**config.mk**
```make
export PLATFORM = sky130hd
export DESIGN_NAME = tile_reader
export DESIGN_NICKNAME = d
export VERILOG_FILES = /design/src/common/ir_pkg.sv /design/src/input_router/tile_reader.sv
export SDC_FILE = /design/constraint.sdc
export NUM_CORES = 1
export LEC_CHECK = 0
export BUFFER_PORTS_ARGS = -buffer_cell sky130_fd_sc_hd__clkbuf_2
export CORE_MARGIN = 5
export CORE_UTILIZATION = 45
export CTS_CLUSTER_SIZE = 30
export DETAILED_ROUTE_END_ITERATION = 16
export PLACE_DENSITY = 0.77
export SETUP_SLACK_MARGIN = 0.05
export SLEW_MARGIN = 20
export SYNTH_ARGS = -nofsm -noshare
export SYNTH_HDL_FRONTEND = slang
export SYNTH_SLANG_ARGS = --single-unit
```
**constraint.sdc**
```tcl
create_clock -name i_clk -period 3.97 [get_ports i_clk]
set_input_delay 0.5955 -clock i_clk [delete_from_list [all_inputs] [get_ports i_clk]]
set_output_delay 0.5955 -clock i_clk [all_outputs]
set_load 0.02 [all_outputs]
```
**src/common/ir_pkg.sv**
```systemverilog
/*
  Shared sizes and types for the input router.
  Widths assume a 256-word scratchpad and maps of up to 2048 pixels.
*/
package ir_pkg;

    localparam int ROUTER_COUNT    = 4;
    localparam int SPAD_DATA_WIDTH = 64;
    localparam int ADDR_WIDTH      = 8;
    localparam int DATA_WIDTH      = 8;
    localparam int LANES           = SPAD_DATA_WIDTH / DATA_WIDTH;
    localparam int KERNEL_SIZE     = 3;
    localparam int WINDOW_LEN      = KERNEL_SIZE * KERNEL_SIZE;
    localparam int BYTE_ADDR_WIDTH = 11;

    typedef logic [ADDR_WIDTH-1:0]      word_addr_t;
    typedef logic [SPAD_DATA_WIDTH-1:0] spad_word_t;
    typedef logic [DATA_WIDTH-1:0]      pixel_t;
    typedef logic [$clog2(LANES)-1:0]   lane_t;
    typedef logic [BYTE_ADDR_WIDTH-1:0] byte_addr_t;

    // Controller sequence per context
    typedef enum logic [2:0] {
        IDLE,
        CLEAR,
        LOAD,
        READ,
        SETTLE,
        POP,
        NEXT
    } ir_state_t;

endpackage
```
**src/input_router/tile_reader.sv**
```systemverilog
/*
  Reads the word range start..end inclusive, one word per cycle.
  End must not be below start; the range is not wrapped.
*/
`timescale 1ns/1ps

module tile_reader
    import ir_pkg::*;
(
    input  logic       i_clk,
    input  logic       i_rst,
    input  logic       i_read_en,
    input  logic       i_reg_clear,
    input  word_addr_t i_start_addr,
    input  word_addr_t i_addr_end,
    output logic       o_buf_read_en,
    output logic       o_read_done,
    output word_addr_t o_read_addr,
    output word_addr_t o_data_addr
);

    logic       busy;
    word_addr_t addr_q;
    word_addr_t end_q;

    always_ff @(posedge i_clk) begin
        if (i_rst || i_reg_clear) begin
            busy        <= 1'b0;
            o_read_done <= 1'b0;
        end else begin
            o_read_done <= busy && (addr_q == end_q);
            if (i_read_en) begin
                busy <= 1'b1;
            end else if (busy && (addr_q == end_q)) begin
                busy <= 1'b0;
            end
        end
    end

    // Address counter and the copy aligned with scratchpad data
    always_ff @(posedge i_clk) begin
        if (i_read_en) begin
            addr_q <= i_start_addr;
            end_q  <= i_addr_end;
        end else if (busy) begin
            addr_q <= addr_q + 1'b1;
        end
        o_data_addr <= addr_q;
    end

    assign o_buf_read_en = busy;
    assign o_read_addr   = addr_q;

endmodule

```
==> metrics <==
status completed; vias in the first global route 655; total CTS buffers 3; Synth cell types 21; Sink Count 26; Non-Filler Instances 139; synth top area cells edfxtp_1 48%, dfxtp_1 20%, xor2_1 9.6%, nand2_1 3.4%, xnor2_1 2.6%; CP Cell Sequence clkbuf_2; TritonCTS clock tree built; deepest clock path buffer count 2; Slowest cell on crit path edfxtp_1; root buffer cell clkbuf_4; Die Width 57.3 um; Synth Area in XOR/XNOR 12.2%; Routed WL 1730 um; global placer's final weighted congestion 0.682; Setup Skew 0.00232 ns; grt ovf 0; Fillers 188; Cells after Synth 71; Hold Path Stages 1; Global Route met2 Usage 17.9%; multi-input logic area 322 um^2; CTS H-tree depth 1; R2R Path Start o_read_addr[0]; Synth Area in Compound Gates 3.86%; M1 GR Usage 13.7%; Reg power frac 62.2%; core area 2170 um^2; Sequential Area 681 um^2; PD cells 434 nW/um^2; post_cts resized 0; Psw 149 uW; cell family with most CP delay flip-flops; post-synthesis mux area share 2.24%; final layout net count 133; FF-to-FF End o_read_addr[6]; Placed Cells 135; largest family of logic cells by synthesized area simple AND/OR/NAND/NOR gates; Slew headroom 68.1%; final hold violation count 0; kind of critical path reg -> out; Vias/cell 4.88; Fin Hold WS 0.452 ns; I/O Pins 38; post-DP HPWL 1310 um; layout cells sized above 1 40.5%; area added between synthesis and finish 24.1%; drt drc 0; simple-gate share of the synthesized area 12.4%; Final min period 1.63 ns; antenna-violating nets left 0; CP bufs+invs 1; Post-CTS Hold Fix Bufs 0; top-area cell type share of the netlist area 47.8%; # port buffers 37; RSZ-0062 raised after global routing false; Slew Viols, Final 0; starting density of the core 46.4%; internal power 393 uW; n_diodes 0; Sw Ratio 27.5%; Clk Latency, worst-skew pair 0.31 ns; Seq/Total Area, Yosys 67.7%; critical path peak fanout 6; Top Usage Layer GRT met2; Synth Warn # 0; maxcap violations 0; maximum vdd drop 0.000267 V; Worst Hold Path EP end_q[2]; CP peak stage delay 0.53 ns; Initial DRC Count 2; Die Ht 57.3 um; CTS clk-pin slew, worst paths 0.13 ns; grt met3 use 2.94%; R2R depth 5; Die ar. 3280 um^2; first-pass GRT wire length 2830 um; Arr. time, crit path 1.04 ns; Adder-Cell Fraction of Synth Area 1.24%; number of synthesized register bits 26; Leakage 0.535 nW; largest net degree at the start of global routing 25; gr usage total 11.4%; DR vias 678; CP startpoint kind flip-flop; Hold Crit Start i_addr_end[2]; final setup vio count 0; Rows 17; critical path endpoint category output port; DRT Pass-1 Iters 3; reg-to-reg setup timing slack 2.44 ns; Max Clock Freq 612 MHz; Gate power share 17.5%; average wire per cell in the routed design 12.5 um; Syn Std Cell Area 1010 um^2; CP required 3.37 ns; synthesized netlist net count 92; Post-CTS Setup Bufs 0; Hold WC Path Type in -> reg; Synth Area per Inst 14.2 um^2; largest area contributor in the netlist edfxtp_1; antenna violations before repair 0; Clk pwr share 20.3%; worst-margin pin slew 0.479 ns; crit share post-route 41.1%; setup tns final 0 ns
==> worst max path at each step <==
stage	startpoint	to	slack, ns	cells past startpoint
2_1_floorplan	o_read_addr[0]	o_read_addr[6]	2.45	5
3_3_place_gp	i_read_en	o_read_addr[3]	2.29	2
3_5_place_dp	i_read_en	o_read_addr[2]	2.23	2
4_1_cts	o_read_addr[2]	o_read_addr[2]	2.32	1
5_1_grt	o_read_addr[4]	o_read_addr[4]	2.26	1
6_report	o_read_addr[2]	o_read_addr[2]	2.34	1
==> metal layers <==
metal	part of all wire (%)	up-vias
met4	2.9	0
li1	-	330
met2	47	26
met1	42	316
met5	0	-
met3	7.6	6
==> placed cells by master, fill, tap and decap left out, types with 2 or more instances in the layout <==
master | Yosys | final
and3_1 | 2 | 2
clkbuf_2 | 0 | 37
xnor2_1 | 3 | 3
dfxtp_1 | 10 | 10
nor2_1 | 2 | 2
nand2_1 | 9 | 9
edfxtp_1 | 16 | 16
xor2_1 | 11 | 11
o21ai_1 | 5 | 5
clkbuf_4 | 0 | 3
==> power by group through the flow <==
| stage | Clock (mW) | Combinational [mW] | Sequential, mW |
|---|---|---|---|
| final | 0.110 | 0.0946 | 0.337 |
| after global routing | 0.123 | 0.103 | 0.342 |
| after CTS | 0.112 | 0.0959 | 0.338 |
| after detailed placement | 0 | 0.0957 | 0.344 |
| after global placement | 0 | 0.0941 | 0.343 |
| after floorplan | 0 | 0.0382 | 0.362 |
==> final cells by class <==
type                    count  share of cell area, %
flip-flops and latches     26                   54.5
repair buffers             37                   14.8
multi-input cells          44                   25.8
well taps                  28                   2.81
clock buffers               4                   2.10
==> cell families after synthesis <==
family | after synthesis
adder cells (fa/ha/maj) | 1
buffers and inverters | 1
flip-flops | 26
multiplexers | 2
XOR/XNOR | 14
AND/OR/NAND/NOR | 20
AO/OA/AOI/OAI | 7
==> sequential cells by signal (all words and copies together) (netlist names) <==
name,count
end_q,8
o_data_addr,8
o_buf_read_en,1
o_read_done,1
o_read_addr,8
==> metrics by stage <==
stage,total power [mW],area (um^2),setup WS [ns],util [%]
3_5_place_dp,0.440,1220,2.23,56.3
6_report,0.542,1250,2.34,57.6
5_1_grt,0.569,1250,2.26,57.6
3_3_place_gp,0.437,1220,2.29,56.3
4_1_cts,0.546,1250,2.32,57.6
2_1_floorplan,0.400,1010,2.45,-
==> cells in the mapped netlist <==
cell and count:
edfxtp_1 16, xor2_1 11, dfxtp_1 10, nand2_1 9
o21ai_1 5, xnor2_1 3, and3_1 2, nor2_1 2
a22o_1 1, and2_1 1, clkbuf_1 1, ha_1 1
mux2_1 1, mux2_2 1, nand3_1 1, nand3_2 1
nor3_2 1, nor4_2 1, nor4_4 1, o21ai_0 1
or2_1 1
No activity file was read; power rests on OpenSTA's default activity.
