==> src/common/ir_pkg.sv <==
/*
  Shared sizes and types for the input router.
  Widths assume a 256-word scratchpad and maps of up to 2048 pixels.
*/
package ir_pkg;

    localparam int ROUTER_COUNT    = 4;
    localparam int SPAD_DATA_WIDTH = 64;
    localparam int ADDR_WIDTH      = 8;
    localparam int DATA_WIDTH      = 8;
    localparam int LANES           = SPAD_DATA_WIDTH / DATA_WIDTH;
    localparam int KERNEL_SIZE     = 3;
    localparam int WINDOW_LEN      = KERNEL_SIZE * KERNEL_SIZE;
    localparam int BYTE_ADDR_WIDTH = 11;

    typedef logic [ADDR_WIDTH-1:0]      word_addr_t;
    typedef logic [SPAD_DATA_WIDTH-1:0] spad_word_t;
    typedef logic [DATA_WIDTH-1:0]      pixel_t;
    typedef logic [$clog2(LANES)-1:0]   lane_t;
    typedef logic [BYTE_ADDR_WIDTH-1:0] byte_addr_t;

    // Controller sequence per context
    typedef enum logic [2:0] {
        IDLE,
        CLEAR,
        LOAD,
        READ,
        SETTLE,
        POP,
        NEXT
    } ir_state_t;

endpackage
==> src/input_router/address_generator.sv <==
/*
  Window addresses for the output pixel (ox + r, oy) of router r.
  Byte offsets wrap at 11 bits; maps must fit inside that range.
*/
`timescale 1ns/1ps

module address_generator
    import ir_pkg::*;
(
    input  logic                          i_clk,
    input  logic                          i_rst,
    input  logic                          i_en,
    input  word_addr_t                    i_o_x,
    input  word_addr_t                    i_o_y,
    input  word_addr_t                    i_i_size,
    input  word_addr_t                    i_o_size,
    input  word_addr_t                    i_stride,
    input  word_addr_t                    i_start_addr,
    input  logic [ROUTER_COUNT-1:0]       i_row_id,
    output logic                          o_valid,
    output logic                          o_skip,
    output word_addr_t [WINDOW_LEN-1:0]   o_word_addr,
    output lane_t [WINDOW_LEN-1:0]        o_lane,
    output logic [ROUTER_COUNT-1:0]       o_row_id
);

    byte_addr_t x_col;
    byte_addr_t row_base;
    byte_addr_t col_base;
    byte_addr_t offset [WINDOW_LEN];

    always_comb begin
        x_col = byte_addr_t'(i_o_x);
        for (int r = 0; r < ROUTER_COUNT; r++) begin
            if (i_row_id[r]) begin
                x_col = byte_addr_t'(i_o_x) + byte_addr_t'(r);
            end
        end
        row_base = byte_addr_t'(i_o_y) * byte_addr_t'(i_stride);
        col_base = x_col * byte_addr_t'(i_stride);
        // ky-major, then kx
        for (int k = 0; k < WINDOW_LEN; k++) begin
            offset[k] = (row_base + byte_addr_t'(k / KERNEL_SIZE)) * byte_addr_t'(i_i_size)
                      + col_base + byte_addr_t'(k % KERNEL_SIZE);
        end
    end

    always_ff @(posedge i_clk) begin
        if (i_rst) begin
            o_valid <= 1'b0;
        end else begin
            o_valid <= i_en;
        end
    end

    always_ff @(posedge i_clk) begin
        if (i_en) begin
            o_row_id <= i_row_id;
            o_skip   <= x_col >= byte_addr_t'(i_o_size);
            for (int k = 0; k < WINDOW_LEN; k++) begin
                o_word_addr[k] <= i_start_addr + offset[k][BYTE_ADDR_WIDTH-1:$clog2(LANES)];
                o_lane[k]      <= offset[k][$clog2(LANES)-1:0];
            end
        end
    end

endmodule

==> config.mk <==
export PLATFORM = sky130hd
export DESIGN_NAME = address_generator
export DESIGN_NICKNAME = d
export VERILOG_FILES = /design/src/common/ir_pkg.sv /design/src/input_router/address_generator.sv
export SDC_FILE = /design/constraint.sdc
export NUM_CORES = 1
export LEC_CHECK = 0
export BUFFER_PORTS_ARGS = -buffer_cell sky130_fd_sc_hd__buf_2
export CAP_MARGIN = 15
export CORE_MARGIN = 5
export CORE_UTILIZATION = 25
export CTS_BUF_LIST = sky130_fd_sc_hd__clkbuf_8 sky130_fd_sc_hd__clkbuf_16
export DETAILED_ROUTE_END_ITERATION = 12
export PLACE_DENSITY = 0.37
export REMOVE_ABC_BUFFERS = 1
export SYNTH_ARGS = -nofsm -noshare
export SYNTH_HDL_FRONTEND = slang
export SYNTH_SLANG_ARGS = --single-unit
==> constraint.sdc <==
create_clock -name i_clk -period 11.4 [get_ports i_clk]
set_input_delay 1.14 -clock i_clk [delete_from_list [all_inputs] [get_ports i_clk]]
set_output_delay 1.14 -clock i_clk [all_outputs]
set_load 0.02 [all_outputs]
==> run_results.csv, run 1 <==
group,metric,value,unit
yosys,syn_area,15200,um2
yosys,ys_seq_area_share,19.6,%
die,ios,160,
final_layout,final_cell_mix,"inv_1 (255), fa_1 (183), ha_1 (182), nand2_1 (168), buf_2 (158)",
global_routing,grt-ovfl-total,0,
final_layout,multi_input_area,11100,um2
die,die_area,66000,um2
worst_setup_path,crit_arrival,10.38,ns
yosys,synth.avg_cell_area,9.88,um2
final_layout,mostFrequentLayoutCell,"inv_1",
yosys,syn_inst,1542,
clock_tree,clkTransAtPathRegs,0.07,ns
clock_tree,cts_tree,"yes",
drt,drt_iter0_drc,264,
yosys,yosysTopAreaCellShare,24.0,%
yosys,yosys_warnings,0,
final_layout,final-seq-area,2990,um2
clock_tree,h-tree-depth,3,
worst_setup_path,cp-end-kind,"flip-flop",
die,coreArea,60400,um2
die,die_x,257,um
die,rows,90,
yosys,synth_top_area_cell,"fa_1",
clock_tree,post-cts-setup-buffers,0,
clock_tree,cts_num_sinks,100,
placed_design,port_buffers,159,
worst_setup_path,path_class,"input pin to flip-flop",
yosys,ys_types,53,
drt,via_per_inst,4.24,
worst_setup_path,cp_top_family,"adder cells",
worst_setup_path,crit_required,11.52,ns
final_layout,drive_gt1_share,11.8,%
placed_design,gp_congestion,0.750,
clock_tree,cts_resized,0,
global_routing,grt_pass1_vias,11217,
drt,first_pass_iters,4,
final_layout,fillers,6454,
run_status,status,"complete, no violations",
die,fp.dieH,257,um
sta,slew-limit-headroom,32.3,%
clock_tree,cts_max_path_buffers,2,
global_routing,grt_usage,12.3,%
yosys,synth.area.top_cells,"fa_1 (24%), edfxtp_1 (20%), ha_1 (15%), xnor2_1 (8.6%), inv_1 (6.3%)",
clock_tree,cts.root.buffer_cell,"clkbuf_16",
sta,max_clock_freq,0.0974,GHz
sta,worstMarginPinSlew,1.01,ns
final_layout,syn2layout_area_growth,13.0,%
drt,drtAntennaViolNets,0,
final_layout,nNetsFinal,2098,
yosys,synth_seq_cells,100,
job,cap_viol_max_count,0,
drt,num_vias,10459,
sta,hold_violations,0,
worst_setup_path,cp_common_cell,"fa_1",
drt,drc,0,
final_layout,insertedDiodeCount,0,
worst_setup_path,cp_max_fo,6,
sta,rsz0062_at_grt,"no",
drt,wl_per_cell,16.1,um
sta,fin_setup_tns,0,ns
global_routing,grt_max_degree,63,
placed_design,post-dp-hpwl,32200,um
die,initial_core_util,25.2,%
sta,drv_slew,0,
hold_path,holdCritPathClass,"input pin to flip-flop",
clock_tree,cts-hold-fix-buffers,0,
sta,finalSetupViolCount,0,
worst_setup_path,slowest_stage,"xnor2_1",
sta,fin_crit_sh,90.0,%
worst_setup_path,cp_slowest_stage_delay,0.57,ns
clock_tree,cts_buffers,9,
worst_setup_path,crit_path_start_kind,"input pin",
sta,fin_crit,10.26,ns
drt,totalWireLength,39800,um
global_routing,antenna_found_initial,0,
worst_setup_path,crit_buf_inv,8,
global_routing,grt_pass1_wl,64700,um
-- final timing paths --
| path | startpoint | to | slack (ns) | cells after the start |
|---|---|---|---|---|
| max | i_o_x[1] | o_word_addr[39] | 1.14 | 35 |
| min | i_rst | o_valid | 0.91 | 2 |
-- state kept, by name (all words and copies together), names as in the netlist --
| name | cells |
|---|---|
| o_row_id | 4 |
| o_valid | 1 |
| o_lane | 22 |
| o_skip | 1 |
| o_word_addr | 72 |
-- final cells by class --
class | count | share of cell area [%]
multi-input combinational | 1145 | 64.5
sequential | 100 | 17.4
tap | 782 | 5.68
inverter | 254 | 5.54
timing repair buffer | 168 | 5.03
clock buffer | 9 | 1.31
clock inverter | 7 | 0.523
-- through the flow --
stage	hold slack [ns]	instances	utilization [%]	setup WS, ns	area [um2]
3_3_place_gp	1.30	2449	28.0	0.859	16900
2_1_floorplan	1.21	1499	-	1.76	15100
6_report	0.912	2465	28.5	1.14	17200
5_1_grt	0.899	2465	28.5	0.402	17200
4_1_cts	0.884	2465	28.5	1.06	17200
3_5_place_dp	1.30	2449	28.0	0.677	16900
-- logic make-up (layout without fill, tap and decap cells) --
group	after synthesis	count (layout)	share of synthesized area, %
compound gates	154	154	6.38
buf+inv	297	438	7.46
xor+xnor	212	212	13.6
fa+ha+maj	365	365	39.0
mux	2	2	0.131
simple gates	412	412	13.8
flops	100	100	19.6
-- synth_stat cells (all sizes together) --
cell type  count
xnor3         10
ha           182
buf            6
clkbuf        37
inv          254
nand4         13
or2            2
nand3b         1
o2111ai        1
o21ai         12
nor3           2
edfxtp        99
o21a           2
o211ai         2
and4           4
and3b          1
o22ai          1
mux2i          2
nand2        169
and3          18
nor4b          1
a22o           1
a211oi         1
a21o          16
o211a          2
xnor2        150
nor2          30
dfxtp          1
xor2          48
or3            1
nand2b        11
nand3         19
a2111o         1
o21bai        36
a21oi         76
xor3           4
nand4bb        1
o311a          1
a221oi         1
fa           183
and2         131
a31o           1
nor3b          1
nor2b          7
-- per-layer routing --
| metal | routed length (um) | vias to the layer above | track usage, % |
|---|---|---|---|
| met5 | 0 | - | 0 |
| met2 | 19000 | 124 | 20.8 |
| li1 | - | 5184 | - |
| met4 | 406 | 0 | 2.27 |
| met1 | 19300 | 5133 | 17.2 |
| met3 | 1020 | 18 | 1.34 |
Power of run 1 is left out: the tool's default activity adds up to more than one toggle a clock period on the data nets, which glitch-free logic cannot reach.
==> run 2: changes to the inputs <==
--- a/config.mk
+++ b/config.mk
@@ -7,6 +7,7 @@
 export LEC_CHECK = 0
 export BUFFER_PORTS_ARGS = -buffer_cell sky130_fd_sc_hd__buf_2
 export CAP_MARGIN = 15
+export CORE_ASPECT_RATIO = 0.7
 export CORE_MARGIN = 5
 export CORE_UTILIZATION = 25
 export CTS_BUF_LIST = sky130_fd_sc_hd__clkbuf_8 sky130_fd_sc_hd__clkbuf_16
==> run_results.csv, run 2 (synthesis gave the netlist of run 1 again) <==
group,metric,value,unit
die,die_area,66100,um2
final_layout,insertedDiodeCount,0,
placed_design,post_dp_cell_area,17000,um2
clock_tree,cts-hold-fix-buffers,0,
clock_tree,post-cts-setup-buffers,0,
final_layout,top_regs,"o_word_addr x72, o_lane x22, o_row_id x4",
sta,fin_crit_sh,89.4,%
sta,hold_violations,0,
sta,whs,0.920,ns
sta,rsz0062_at_grt,"no",
worst_setup_path,path_class,"input pin to flip-flop",
sta,max_clock_freq,0.0982,GHz
die,initial_core_util,25.3,%
global_routing,grt-ovfl-total,0,
final_layout,multi_input_area,11100,um2
clock_tree,cts_num_sinks,100,
final_layout,syn2layout_area_growth,13.6,%
global_routing,grt_pass1_vias,11352,
placed_design,post-dp-hpwl,33100,um
sta,fin_setup_tns,0,ns
worst_setup_path,cp_common_cell,"fa_1",
final_layout,mostFrequentLayoutCell,"inv_1",
hold_path,holdCritPathClass,"input pin to flip-flop",
worst_setup_path,slowest_stage,"fa_1",
clock_tree,cts_max_path_buffers,2,
clock_tree,clkTransAtPathRegs,0.07,ns
drt,drc,0,
global_routing,antenna_found_initial,0,
drt,drtAntennaViolNets,0,
die,fp.dieH,217,um
global_routing,grt_pass1_wl,65600,um
global_routing,grt_usage,12.5,%
sta,slew-limit-headroom,39.3,%
die,ios,160,
worst_setup_path,cp-end-kind,"flip-flop",
drt,first_pass_iters,7,
sta,fin_crit,10.19,ns
clock_tree,cts.root.buffer_cell,"clkbuf_16",
placed_design,port_buffers,159,
clock_tree,h-tree-depth,3,
drt,num_vias,10483,
drt,drt_iter0_drc,443,
sta,worstMarginPinSlew,0.904,ns
drt,totalWireLength,40400,um
worst_setup_path,cp_slowest_stage_delay,0.55,ns
final_layout,largest_reg_flops,72,
clock_tree,cts_tree,"yes",
sta,drv_slew,0,
final_layout,final-seq-area,2990,um2
worst_setup_path,crit_arrival,10.30,ns
global_routing,grt_max_degree,67,
final_layout,nNetsFinal,2105,
placed_design,gp_congestion,0.767,
die,coreArea,60200,um2
final_layout,final_cell_mix,"inv_1 (254), fa_1 (183), ha_1 (182), nand2_1 (168), buf_2 (158)",
sta,setup_ws,1.21,ns
clock_tree,cts_buffers,9,
die,die_x,305,um
placed_design,place_worst_setup_slack,0.739,ns
worst_setup_path,cp_max_fo,8,
final_layout,drive_gt1_share,12.2,%
sta,finalSetupViolCount,0,
die,rows,75,
worst_setup_path,crit_path_start_kind,"input pin",
final_layout,design_area,17300,um2
drt,via_per_inst,4.20,
worst_setup_path,crit_required,11.51,ns
job,cap_viol_max_count,0,
final_layout,top_register,"o_word_addr",
clock_tree,cts_resized,0,
drt,wl_per_cell,16.2,um
final_layout,fillers,6349,
run_status,status,"complete, no violations",
-- run 2: cell types whose count changed in the layout (fill, tap and decap cells not counted) --
cell	previous run	this run
buf_4	10	17
clkinv_2	2	1
clkbuf_8	0	1
inv_8	0	2
inv_6	1	0
inv_1	255	254
-- run 2: final timing paths --
kind	end	from	slack [ns]	cells past startpoint
max	o_word_addr[47]	i_o_x[1]	1.21	33
min	o_valid	i_rst	0.92	2
-- run 2: per-stage QoR --
stage / instances / util, %
4_1_cts: 2498 / 28.8
6_report: 2498 / 28.8
5_1_grt: 2498 / 28.8
2_1_floorplan: 1499 / -
3_5_place_dp: 2482 / 28.2
3_3_place_gp: 2482 / 28.2
-- run 2: final cells by class --
type / instances / share of cell area (%)
multi-input cells: 1145 / 64.1
flip-flops and latches: 100 / 17.3
well taps: 808 / 5.84
inverters: 254 / 5.50
repair buffers: 175 / 5.30
clock buffers: 10 / 1.38
clock inverters: 6 / 0.549
-- run 2: critical path, delay by kind of cell --
kind | cells | cell delay [ns]
compound gates | 3 | 0.60
xor+xnor | 7 | 2.16
fa+ha+maj | 12 | 5.30
buf+inv | 8 | 0.51
simple gates | 3 | 0.56
-- run 2: metal layers --
layer / part of all wire (%) / routed length, um / global-route usage, %
met3: 2.8 / 1120 / 1.82
met1: 54 / 21900 / 19.5
met4: 0.36 / 145 / 1.17
met2: 43 / 17200 / 18.8
met5: 0 / 0 / 0
Power of run 2 is left out for the same reason.
