==> src/common/ir_pkg.sv <==
/*
  Shared sizes and types for the input router.
  Widths assume a 256-word scratchpad and maps of up to 2048 pixels.
*/
package ir_pkg;

    localparam int ROUTER_COUNT    = 4;
    localparam int SPAD_DATA_WIDTH = 64;
    localparam int ADDR_WIDTH      = 8;
    localparam int DATA_WIDTH      = 8;
    localparam int LANES           = SPAD_DATA_WIDTH / DATA_WIDTH;
    localparam int KERNEL_SIZE     = 3;
    localparam int WINDOW_LEN      = KERNEL_SIZE * KERNEL_SIZE;
    localparam int BYTE_ADDR_WIDTH = 11;

    typedef logic [ADDR_WIDTH-1:0]      word_addr_t;
    typedef logic [SPAD_DATA_WIDTH-1:0] spad_word_t;
    typedef logic [DATA_WIDTH-1:0]      pixel_t;
    typedef logic [$clog2(LANES)-1:0]   lane_t;
    typedef logic [BYTE_ADDR_WIDTH-1:0] byte_addr_t;

    // Controller sequence per context
    typedef enum logic [2:0] {
        IDLE,
        CLEAR,
        LOAD,
        READ,
        SETTLE,
        POP,
        NEXT
    } ir_state_t;

endpackage
==> src/input_router/ir_controller.sv <==
/*
  Sequences one context at a time: clear, load, read, settle, pop.
  A start with a zero output size or stride is ignored.
*/
`timescale 1ns/1ps

module ir_controller
    import ir_pkg::*;
(
    input  logic                    i_clk,
    input  logic                    i_rst,
    input  logic                    i_en,
    input  logic                    i_reg_clear,
    input  logic                    i_pop_en,
    input  logic                    i_read_done,
    input  logic                    i_data_empty,
    input  word_addr_t              i_o_size,
    input  word_addr_t              i_stride,
    output logic [ROUTER_COUNT-1:0] o_row_id,
    output word_addr_t              o_o_x,
    output word_addr_t              o_o_y,
    output logic                    o_ag_en,
    output logic                    o_tile_read_en,
    output logic                    o_pop_en,
    output logic                    o_reg_clear,
    output logic                    o_ready,
    output logic                    o_context_done,
    output logic                    o_done
);

    ir_state_t state, next_state;
    logic [2:0] load_cnt;
    logic       row_wrap;
    logic       last_ctx;

    // Row ends once ox + 4 reaches the output side
    assign row_wrap = ({1'b0, o_o_x} + (ADDR_WIDTH+1)'(ROUTER_COUNT)) >= {1'b0, i_o_size};
    assign last_ctx = row_wrap && (o_o_y == i_o_size - 1'b1);

    always_comb begin
        next_state = state;
        case (state)
            IDLE: begin
                if (i_en && (i_o_size != '0) && (i_stride != '0)) begin
                    next_state = CLEAR;
                end
            end
            CLEAR:  next_state = LOAD;
            // Four router loads plus one cycle for the last address
            LOAD: begin
                if (load_cnt == 3'(ROUTER_COUNT)) begin
                    next_state = READ;
                end
            end
            READ: begin
                if (i_read_done) begin
                    next_state = SETTLE;
                end
            end
            SETTLE: next_state = POP;
            POP: begin
                if (i_data_empty) begin
                    next_state = NEXT;
                end
            end
            NEXT:    next_state = last_ctx ? IDLE : CLEAR;
            default: next_state = IDLE;
        endcase
    end

    always_ff @(posedge i_clk) begin
        if (i_rst || i_reg_clear) begin
            state    <= IDLE;
            load_cnt <= '0;
            o_o_x    <= '0;
            o_o_y    <= '0;
        end else begin
            state <= next_state;
            if (state == LOAD) begin
                load_cnt <= load_cnt + 1'b1;
            end else begin
                load_cnt <= '0;
            end
            if (state == IDLE) begin
                o_o_x <= '0;
                o_o_y <= '0;
            end else if (state == NEXT) begin
                if (row_wrap) begin
                    o_o_x <= '0;
                    o_o_y <= o_o_y + 1'b1;
                end else begin
                    o_o_x <= o_o_x + word_addr_t'(ROUTER_COUNT);
                end
            end
        end
    end

    assign o_ag_en        = (state == LOAD) && (load_cnt < 3'(ROUTER_COUNT));
    assign o_row_id       = o_ag_en ? (ROUTER_COUNT'(1) << load_cnt[1:0]) : '0;
    assign o_tile_read_en = (state == LOAD) && (load_cnt == 3'(ROUTER_COUNT));
    assign o_reg_clear    = (state == CLEAR) || i_reg_clear;
    assign o_ready        = (state == POP);
    assign o_pop_en       = o_ready && i_pop_en;
    assign o_context_done = (state == NEXT);
    assign o_done         = (state == NEXT) && last_ctx;

endmodule

==> config.mk <==
export PLATFORM = sky130hd
export DESIGN_NAME = ir_controller
export DESIGN_NICKNAME = d
export VERILOG_FILES = /design/src/common/ir_pkg.sv /design/src/input_router/ir_controller.sv
export SDC_FILE = /design/constraint.sdc
export NUM_CORES = 1
export LEC_CHECK = 0
export BUFFER_PORTS_ARGS = -buffer_cell sky130_fd_sc_hd__buf_2
export CAP_MARGIN = 25
export CORE_MARGIN = 3
export CORE_UTILIZATION = 55
export CTS_BUF_LIST = sky130_fd_sc_hd__clkbuf_8
export CTS_CLUSTER_DIAMETER = 80
export DETAILED_ROUTE_END_ITERATION = 7
export GPL_TIMING_DRIVEN = 0
export HOLD_SLACK_MARGIN = 0.08
export PLACE_DENSITY = 0.85
export SETUP_SLACK_MARGIN = 0.4
export SLEW_MARGIN = 15
export SYNTH_ARGS = -nofsm -noshare
export SYNTH_HDL_FRONTEND = slang
export SYNTH_SLANG_ARGS = --single-unit
==> constraint.sdc <==
create_clock -name i_clk -period 7.4 [get_ports i_clk]
set_input_delay 0.37 -clock i_clk [delete_from_list [all_inputs] [get_ports i_clk]]
set_output_delay 0.37 -clock i_clk [all_outputs]
set_load 0.1 [all_outputs]
==> results of run 1 <==
-- worst max-delay path, delay by kind of cell, from the launching register on --
family	cells	cell delay, ns
flops	1	0.42
buf+inv	1	0.45
compound gates	1	0.48
xor+xnor	1	0.16
fa+ha+maj	2	0.57
simple gates	4	0.56
-- layout make-up --
type,instances,area share [%]
buffer,6,2.68
clock buffer,4,2.88
sequential,20,20.9
inverter,14,2.75
multi-input combinational,153,56.5
timing repair buffer,47,12.3
tap,30,1.96
-- logic make-up after synthesis --
group | count (synthesis) | synth area share (%)
xor gates and xnor gates | 24 | 13.3
DFF | 20 | 25.3
adders and majority gates | 14 | 11.1
AOI/OAI and AO/OA | 35 | 15.7
muxes | 1 | 0.711
and+or+nand+nor | 77 | 27.1
other | 1 | 0.237
buffers and inverters | 20 | 6.56
-- synth_stat cells (2+ instances only) --
master	number	area, µm²
o31ai_1	2	15.0
nor2_1	17	63.8
nor4_1	2	12.5
a21oi_1	9	45.0
or3_2	2	15.0
buf_4	3	22.5
o21ai_0	6	30.0
xor2_1	11	96.3
nand3_1	10	50.1
or4_1	2	15.0
nor3_1	4	20.0
nand2_1	14	52.6
ha_1	14	175
a21o_1	5	37.5
and2_1	6	37.5
o2111ai_1	2	17.5
xnor2_1	13	114
inv_1	14	52.6
a211oi_1	3	22.5
nor3b_1	2	15.0
or3_1	3	18.8
and3_1	2	12.5
dfxtp_1	20	400
o211ai_1	2	15.0
-- final timing paths --
| path | to | cells past startpoint | slack [ns] | startpoint |
|---|---|---|---|---|
| worst max-delay path | o_done | 9 | 4.12 | o_o_x[2] |
| worst min-delay path | state[2] | 2 | 0.28 | i_rst |
| worst max register to register | o_o_x[7] | 9 | 4.76 | o_o_x[2] |
| worst min register to register | load_cnt[0] | 1 | 0.48 | load_cnt[0] |
-- per-layer routing --
layer,global-route usage (%),wire length (µm),vias up
met4,2.85,15,0
li1,-,-,775
met3,5.01,240,5
met1,27.3,1630,652
met5,0,0,-
met2,31.9,1490,46
-- report_power, final --
part / internal [mW] / switching [mW] / total, mW
registers: 0.108 / 0.000424 / 0.108
logic: 0.0136 / 0.0235 / 0.0371
clock network: 0.0474 / 0.0367 / 0.0841
-- sequential cells by signal (all words and copies together), names as in the netlist --
register and flops:
load_cnt 3, o_o_x 6, o_o_y 8, state 3
-- through the flow --
| step | hold slack (ns) | instance area [µm²] | setup slack, ns |
|---|---|---|---|
| floorplan | 0.433 | 1590 | 2.37 |
| global placement | 0.452 | 1860 | 4.47 |
| detailed placement | 0.463 | 1860 | 4.42 |
| CTS | 0.277 | 1910 | 4.11 |
| global route | 0.279 | 1910 | 3.84 |
| finish | 0.281 | 1910 | 4.12 |
==> impl_metrics.tcl, run 1 <==
set metrics [dict create \
    vias_per_cell 5.39 \
    io-pin-count 50 \
    route.detailed.drc 0 \
    utilization_pct 73.3 \
    period_share_pct 44.3 \
    crit_path_max_incr_delay_ns 0.48 \
    cts-resized-gates 0 \
    status "completed" \
    syn_area_um2 1580 \
    ctsHoldBuffers 0 \
    syn_inst 192 \
    grt_first_pass_wirelength_mm 5.53 \
    crit_arrival_ns 2.91 \
    antenna_cells 0 \
    ys_seq_elements 20 \
    end_kind "output port" \
    instances_no_fill 274 \
    placedCellCount 270 \
    filler_cell_count 222 \
    die-area_um2 3560 \
    crit_chain "ha_1, nand3_2, xnor2_1, ha_1, nand3_1, a211oi_2, nor2_4, nor3_1, buf_2" \
    wire_per_inst_um 12.3 \
    drtIter0Drc 53 \
    skew_ns 0.00155 \
    maxSlewHeadroom_pct 43.5 \
    leakage_nw 0.943 \
    path_max_fanout 8 \
    syn_avg_cell_area_um2 8.24 \
    setup_tns_ns 0 \
    multi_input_area_um2 1080 \
    coreArea_um2 2610 \
    htree_levels 1 \
    vias 1478 \
    async_flop_share_pct 0 \
    cts_tree "yes" \
    clock_sinks 20 \
    layout_common_cells "47 x buf_2, 20 x dfxtp_1, 17 x nor2_1" \
    ir_worst_vdd_mv 0.160 \
    drive_gt1_share_pct 28.7 \
    grt_pass1_vias 1265 \
    ys_warn_count 0 \
    synth_edf_count 0 \
    cap_viol_max_count 0 \
    finalNetCount 282 \
    fp.dieW_um 59.6 \
    period_minus_slack_ns 3.28 \
    slew_viol_final 0 \
    post_cts_buffers 0 \
    seqCellArea_um2 400 \
    grt_util_all_layers_pct 19.9 \
    grt_max_degree 12 \
    numCtsBuffers 3 \
    fmax_mhz 305 \
    syn_to_final_growth_pct 20.9 \
    hold_viol_final 0 \
    ant_nets 0 \
    cpMostUsedCell "ha_1" \
    critPathKind "reg -> out" \
    rsz0062_at_grt "false" \
    firstDrtPassIters 4 \
    insertion_delay_ns 0.26 \
    dp_hpwl_mm 2.71 \
    start_kind "flip-flop" \
    port_buffers 47 \
    die_y_um 59.6 \
    path_clk_slew_ns 0.07 \
    crit_slowest_cell "a211oi_2" \
    gp_congestion 0.841 \
    num_rows 18 \
    setup_violations 0 \
    cts-root-buf "clkbuf_8" \
    start_util_pct 60.6 \
    ys_seq_area_share_pct 25.3 \
    wl_mm 3.38 \
    power.total_uw 230 \
    antenna_found_initial 0 \
    ys_types 48 \
    synth_top_flop_cell "dfxtp_1" \
    tightest_slew_ns 0.841 \
    clockBufferDepth 2 \
    layout_commonest_cell "buf_2" \
    grt-ovfl-total 0 \
    hold_path_class "in -> reg" \
    required_ns 7.03 \
    p_per_area_nw_per_um2 120 \
]
(Power assumes the default switching activity.)
==> inputs of run 2 (changes only) <==
--- a/config.mk
+++ b/config.mk
@@ -8,13 +8,13 @@
 export BUFFER_PORTS_ARGS = -buffer_cell sky130_fd_sc_hd__buf_2
 export CAP_MARGIN = 25
 export CORE_MARGIN = 3
-export CORE_UTILIZATION = 55
+export CORE_UTILIZATION = 48
 export CTS_BUF_LIST = sky130_fd_sc_hd__clkbuf_8
 export CTS_CLUSTER_DIAMETER = 80
 export DETAILED_ROUTE_END_ITERATION = 7
 export GPL_TIMING_DRIVEN = 0
 export HOLD_SLACK_MARGIN = 0.08
-export PLACE_DENSITY = 0.85
+export PLACE_DENSITY = 0.79
 export SETUP_SLACK_MARGIN = 0.4
 export SLEW_MARGIN = 15
 export SYNTH_ARGS = -nofsm -noshare
==> constraint.sdc (replaced) <==
create_clock -name i_clk -period 2.65 [get_ports i_clk]
set_input_delay 0.1325 -clock i_clk [delete_from_list [all_inputs] [get_ports i_clk]]
set_output_delay 0.1325 -clock i_clk [all_outputs]
set_load 0.1 [all_outputs]
==> run 2 against run 1 <==
Routed wire length up 30%. Register-to-register slack worse by 4.4 ns. Non-clock buffer count up 22. Die area up 13%. Combinational power rose to 3.3 times the previous value. Sequential power rose to 2.8 times the previous value. Critical path depth up 1.
==> impl_metrics.tcl, run 2 (same netlist as run 1, synthesis figures left out) <==
set metrics [dict create \
    dp_hpwl_mm 2.78 \
    coreArea_um2 3100 \
    tightest_slew_ns 0.980 \
    port_buffers 47 \
    io-pin-count 50 \
    crit_arrival_ns 2.19 \
    grt_pass1_vias 1479 \
    top_regs "o_o_y: 8 flops, o_o_x: 6 flops" \
    end_kind "output port" \
    vias 1603 \
    die-area_um2 4020 \
    skew_ns 0.00268 \
    layout_commonest_cell "buf_2" \
    setup_tns_ns 0 \
    grt_first_pass_wirelength_mm 6.37 \
    ir_worst_vdd_mv 0.263 \
    path_clk_slew_ns 0.08 \
    crit-reg2reg-capture "o_o_x[7]" \
    drive_gt1_share_pct 45.9 \
    wire_per_inst_um 14.2 \
    finalNetCount 304 \
    slew_viol_final 0 \
    start_util_pct 51.0 \
    status "completed" \
    fmax_mhz 430 \
    power.total_uw 734 \
    cts_tree "yes" \
    largest_reg_flops 8 \
    path_max_fanout 3 \
    ant_nets 0 \
    cap_viol_max_count 0 \
    holdWs_ns 0.216 \
    grt_max_degree 13 \
    largest_register "o_o_y" \
    period_share_pct 87.8 \
    clock_sinks 20 \
    crit_path_max_incr_delay_ns 0.37 \
    start_kind "flip-flop" \
    grt-ovfl-total 0 \
    grt_util_all_layers_pct 19.5 \
    instances_no_fill 310 \
    r2r_cells 11 \
    setup_violations 0 \
    hold_start "i_read_done" \
    wl_mm 4.39 \
    critPathTopFamily "compound AO/OA/AOI/OAI gates" \
    die_y_um 63.4 \
    rsz0062_at_grt "true" \
    crit_slowest_cell "dfxtp_4" \
    fp.dieW_um 63.4 \
    hold_path_class "in -> reg" \
    leakage_nw 1.09 \
    gp_congestion 0.842 \
    drtIter0Drc 81 \
    clockBufferDepth 2 \
    htree_levels 1 \
    layout_common_cells "46 x buf_2, 22 x buf_4, 15 x nor2_1" \
    antenna_found_initial 0 \
    p_per_area_nw_per_um2 308 \
    numCtsBuffers 3 \
    period_minus_slack_ns 2.33 \
    insertion_delay_ns 0.27 \
    firstDrtPassIters 4 \
    critPathKind "reg -> out" \
    placedCellCount 284 \
    whs_path_depth 3 \
    vias_per_cell 5.17 \
    reg2reg_setup_slack_ns 0.39 \
    crit_chain "ha_4, nand3_4, xnor2_4, ha_4, a21o_1, a21oi_4, a21oi_4, nor2_4, nor3_4, buf_12" \
    cts-root-buf "clkbuf_8" \
    antenna_cells 0 \
    holdPathEnd "state[1]" \
    route.detailed.drc 0 \
    required_ns 2.52 \
    hold_viol_final 0 \
    syn_to_final_growth_pct 50.8 \
    maxSlewHeadroom_pct 34.1 \
    rr_startpoint "o_o_x[3]" \
    num_rows 20 \
    critPathBufInv 1 \
]
[run 2: changes by cell type in the layout (fill, tap and decap cells not counted), moves of 3 or more]
| cell | change |
|---|---|
| dfxtp_1 | -7 |
| buf_4 | +19 |
| ha_1 | -5 |
| a21oi_1 | -4 |
| nand3_1 | -3 |
| a21oi_2 | +3 |
| nand3_4 | +4 |
| dfxtp_4 | +5 |
| and2_2 | +5 |
| and2_1 | -5 |
| ha_4 | +5 |
[run 2: layer usage]
layer	up-vias	global-route usage, %	wire length [µm]
met5	-	0	0
met4	0	7.28	52
met3	5	4.28	226
met2	46	33.2	2200
met1	740	23.8	1910
li1	812	-	-
[run 2: worst max path at each step]
stage | start | to | depth (start not counted)
2_1_floorplan | o_o_x[2] | o_done | 9
3_3_place_gp | o_o_x[2] | o_done | 8
3_5_place_dp | o_o_x[2] | o_o_x[7] | 9
4_1_cts | o_o_x[2] | o_done | 10
5_1_grt | o_o_x[2] | o_done | 10
6_report | o_o_x[2] | o_done | 10
[run 2: worst reg2reg max path, delay by kind of cell, from the launching register on]
kind / cells / cell delay (ns)
AOI/OAI and AO/OA: 2 / 0.24
xor gates and xnor gates: 1 / 0.19
DFF: 1 / 0.37
adders and majority gates: 1 / 0.25
buffers and inverters: 2 / 0.23
and+or+nand+nor: 5 / 0.91
[run 2: final cells by class]
| type | count | area, µm² |
|---|---|---|
| buffer | 6 | 51.3 |
| clock buffer | 3 | 41.3 |
| clock inverter | 1 | 30.0 |
| fill | 231 | 717 |
| inverter | 14 | 52.6 |
| multi-input combinational | 153 | 1310 |
| sequential | 20 | 422 |
| tap | 44 | 55.1 |
| timing repair buffer | 69 | 424 |
[run 2: what timing repair did]
item	in CTS	in global routing
pin swaps	11	11
setup buffers	7	13
gates cloned	0	0
endpoints found under the hold margin	1	0
hold buffers	2	0
setup endpoints to repair	5	10
gates resized for setup	10	17
[run 2: per-stage QoR]
| stage | area [µm²] | util [%] | worst slack [ns] |
|---|---|---|---|
| after floorplan | 1670 | - | -0.0146 |
| final | 2390 | 76.9 | 0.324 |
| after detailed placement | 1960 | 63.3 | 0.240 |
| after CTS | 2160 | 69.5 | 0.338 |
| after global routing | 2390 | 76.9 | 0.271 |
| after global placement | 1960 | 63.3 | 0.247 |
[run 2: report_power, final]
part | leakage, nW | total [mW] | internal (mW) | switching, mW
Combinational | 0.892 | 0.124 | 0.0479 | 0.0758
Sequential | 0.166 | 0.297 | 0.296 | 0.00113
Clock | 0.0357 | 0.313 | 0.202 | 0.111
==> inputs of run 3 (changes only) <==
--- a/config.mk
+++ b/config.mk
@@ -8,13 +8,13 @@
 export BUFFER_PORTS_ARGS = -buffer_cell sky130_fd_sc_hd__buf_2
 export CAP_MARGIN = 25
 export CORE_MARGIN = 3
-export CORE_UTILIZATION = 48
+export CORE_UTILIZATION = 55
 export CTS_BUF_LIST = sky130_fd_sc_hd__clkbuf_8
 export CTS_CLUSTER_DIAMETER = 80
 export DETAILED_ROUTE_END_ITERATION = 7
 export GPL_TIMING_DRIVEN = 0
 export HOLD_SLACK_MARGIN = 0.08
-export PLACE_DENSITY = 0.79
+export PLACE_DENSITY = 0.85
 export SETUP_SLACK_MARGIN = 0.4
 export SLEW_MARGIN = 15
 export SYNTH_ARGS = -nofsm -noshare
==> constraint.sdc (replaced) <==
create_clock -name i_clk -period 2.9 [get_ports i_clk]
set_input_delay 0.145 -clock i_clk [delete_from_list [all_inputs] [get_ports i_clk]]
set_output_delay 0.145 -clock i_clk [all_outputs]
set_load 0.1 [all_outputs]
==> run 3 against run 2 <==
Clock-buffer cell count did not move. Critical path depth did not move. Final area fell by 12%. Clock skew rose by 0.0013 ns. Via count fell by 3.2%. Sequential power fell by 8.4%. Total power fell by 24%. Worst hold slack improved by 0.0029 ns. Global-route usage rose by 2.4 points. Critical endpoint unchanged. Highest routed layer unchanged.
==> impl_metrics.tcl, run 3 (same netlist as run 1, synthesis figures left out) <==
set metrics [dict create \
    vias_per_cell 5.50 \
    die_y_um 59.6 \
    grt_first_pass_wirelength_mm 6.04 \
    pwr-share-seq_pct 48.8 \
    setup_slack_ns 0.485 \
    vias 1552 \
    setup_violations 0 \
    fmax_mhz 414 \
    wl_mm 3.86 \
    firstDrtPassIters 4 \
    clockBufferDepth 2 \
    top_regs "o_o_y: 8 flops, o_o_x: 6 flops" \
    rsz0062_at_grt "true" \
    hold_viol_final 0 \
    wire_per_inst_um 13.7 \
    numCtsBuffers 3 \
    grt_pass1_vias 1354 \
    die-area_um2 3560 \
    port_buffers 47 \
    required_ns 2.76 \
    fp.dieW_um 59.6 \
    period_share_pct 83.3 \
    p_per_area_nw_per_um2 266 \
    status "completed" \
    leakage_nw 1.01 \
    path_clk_slew_ns 0.07 \
    utilization_pct 80.2 \
    tightest_slew_ns 0.911 \
    cap_viol_max_count 0 \
    coreArea_um2 2610 \
    ir_worst_vdd_mv 0.327 \
    io-pin-count 50 \
    grt_max_degree 12 \
    grt-ovfl-total 0 \
    clkPwrFrac_pct 33.2 \
    layout_common_cells "46 x buf_2, 15 x inv_1, 15 x nor2_1" \
    largest_register "o_o_y" \
    cts_tree "yes" \
    cts-root-buf "clkbuf_8" \
    ant_nets 0 \
    slew_viol_final 0 \
    cpMostUsedCell "a21oi_4" \
    num_rows 18 \
    layout_commonest_cell "buf_2" \
    maxSlewHeadroom_pct 38.8 \
    skew_ns 0.00400 \
    crit_slowest_cell "dfxtp_4" \
    path_max_fanout 6 \
    switching_share_pct 27.8 \
    setup_tns_ns 0 \
    dp_hpwl_mm 2.78 \
    route.detailed.drc 0 \
    crit_path_max_incr_delay_ns 0.40 \
    start_util_pct 60.6 \
    power_switching_uw 155 \
    insertion_delay_ns 0.26 \
    antenna_found_initial 0 \
    period_minus_slack_ns 2.41 \
    place_ws_ns 0.500 \
    clock_sinks 20 \
    crit_arrival_ns 2.27 \
    drtIter0Drc 47 \
    antenna_cells 0 \
    syn_to_final_growth_pct 32.4 \
    htree_levels 1 \
    power_frac_comb_pct 18.1 \
    start_kind "flip-flop" \
    hold_path_class "in -> reg" \
    drive_gt1_share_pct 36.1 \
    finalNetCount 290 \
    gp_congestion 0.836 \
    crit_chain "ha_4, nand3_4, xnor2_2, ha_1, a21o_1, a21oi_4, a21oi_4, nor2_4, nor3_4, buf_12" \
    grt_util_all_layers_pct 21.9 \
    end_kind "output port" \
    intPower_uw 402 \
    largest_reg_flops 8 \
    critPathKind "reg -> out" \
]
-- run 3: power by group through the flow --
stage	registers, mW	logic [mW]	clock network [mW]
2_1_floorplan	0.278	0.0686	0
6_report	0.272	0.101	0.185
3_5_place_dp	0.278	0.0962	0
4_1_cts	0.272	0.0978	0.189
5_1_grt	0.272	0.109	0.196
3_3_place_gp	0.278	0.0949	0
-- run 3: worst max-delay path, delay by kind of cell (launching register included) --
kind	cells	cell delay, ns
adders and majority gates	2	0.47
buffers and inverters	1	0.18
xor gates and xnor gates	1	0.15
AOI/OAI and AO/OA	3	0.51
DFF	1	0.40
and+or+nand+nor	3	0.30
-- run 3: area by class of cell --
cell class	count	area (µm²)
fill	192	517
buffer	6	51.3
timing repair buffer	55	315
inverter	14	52.6
sequential	20	422
clock inverter	1	3.75
tap	30	37.5
multi-input combinational	153	1170
clock buffer	3	41.3
-- run 3: final timing paths --
kind                     from           to  slack, ns  cells after the start
setup / recovery     o_o_x[2]       o_done       0.49                     10
hold / removal    i_reg_clear     state[0]       0.22                      4
setup reg to reg     o_o_x[2]     o_o_x[7]       0.49                      8
hold reg to reg   load_cnt[0]  load_cnt[0]       0.50                      1
-- run 3: through the flow --
stage	std cells	area (µm²)	power, mW	hold WS, ns
2_1_floorplan	193	1670	0.347	0.221
3_5_place_dp	270	1940	0.375	0.332
4_1_cts	277	2020	0.558	0.218
5_1_grt	282	2100	0.577	0.229
6_report	282	2100	0.557	0.219
3_3_place_gp	270	1940	0.373	0.328
-- run 3: what timing repair did --
action | CTS | global route
pin swaps | 2 | 9
setup endpoints to repair | 1 | 6
gates resized for setup | 1 | 8
hold buffers | 2 | 0
buffers inserted | 1 | 5
hold endpoints to repair | 1 | 0
-- run 3: metal layers --
metal	vias to the layer above	routed length [µm]	GRT usage [%]	part of all wire, %
met5	-	0	0	0
met3	8	256	2.83	6.6
met2	54	1740	34.0	45
li1	785	-	-	-
met4	0	45	7.59	1.2
met1	705	1820	30.8	47
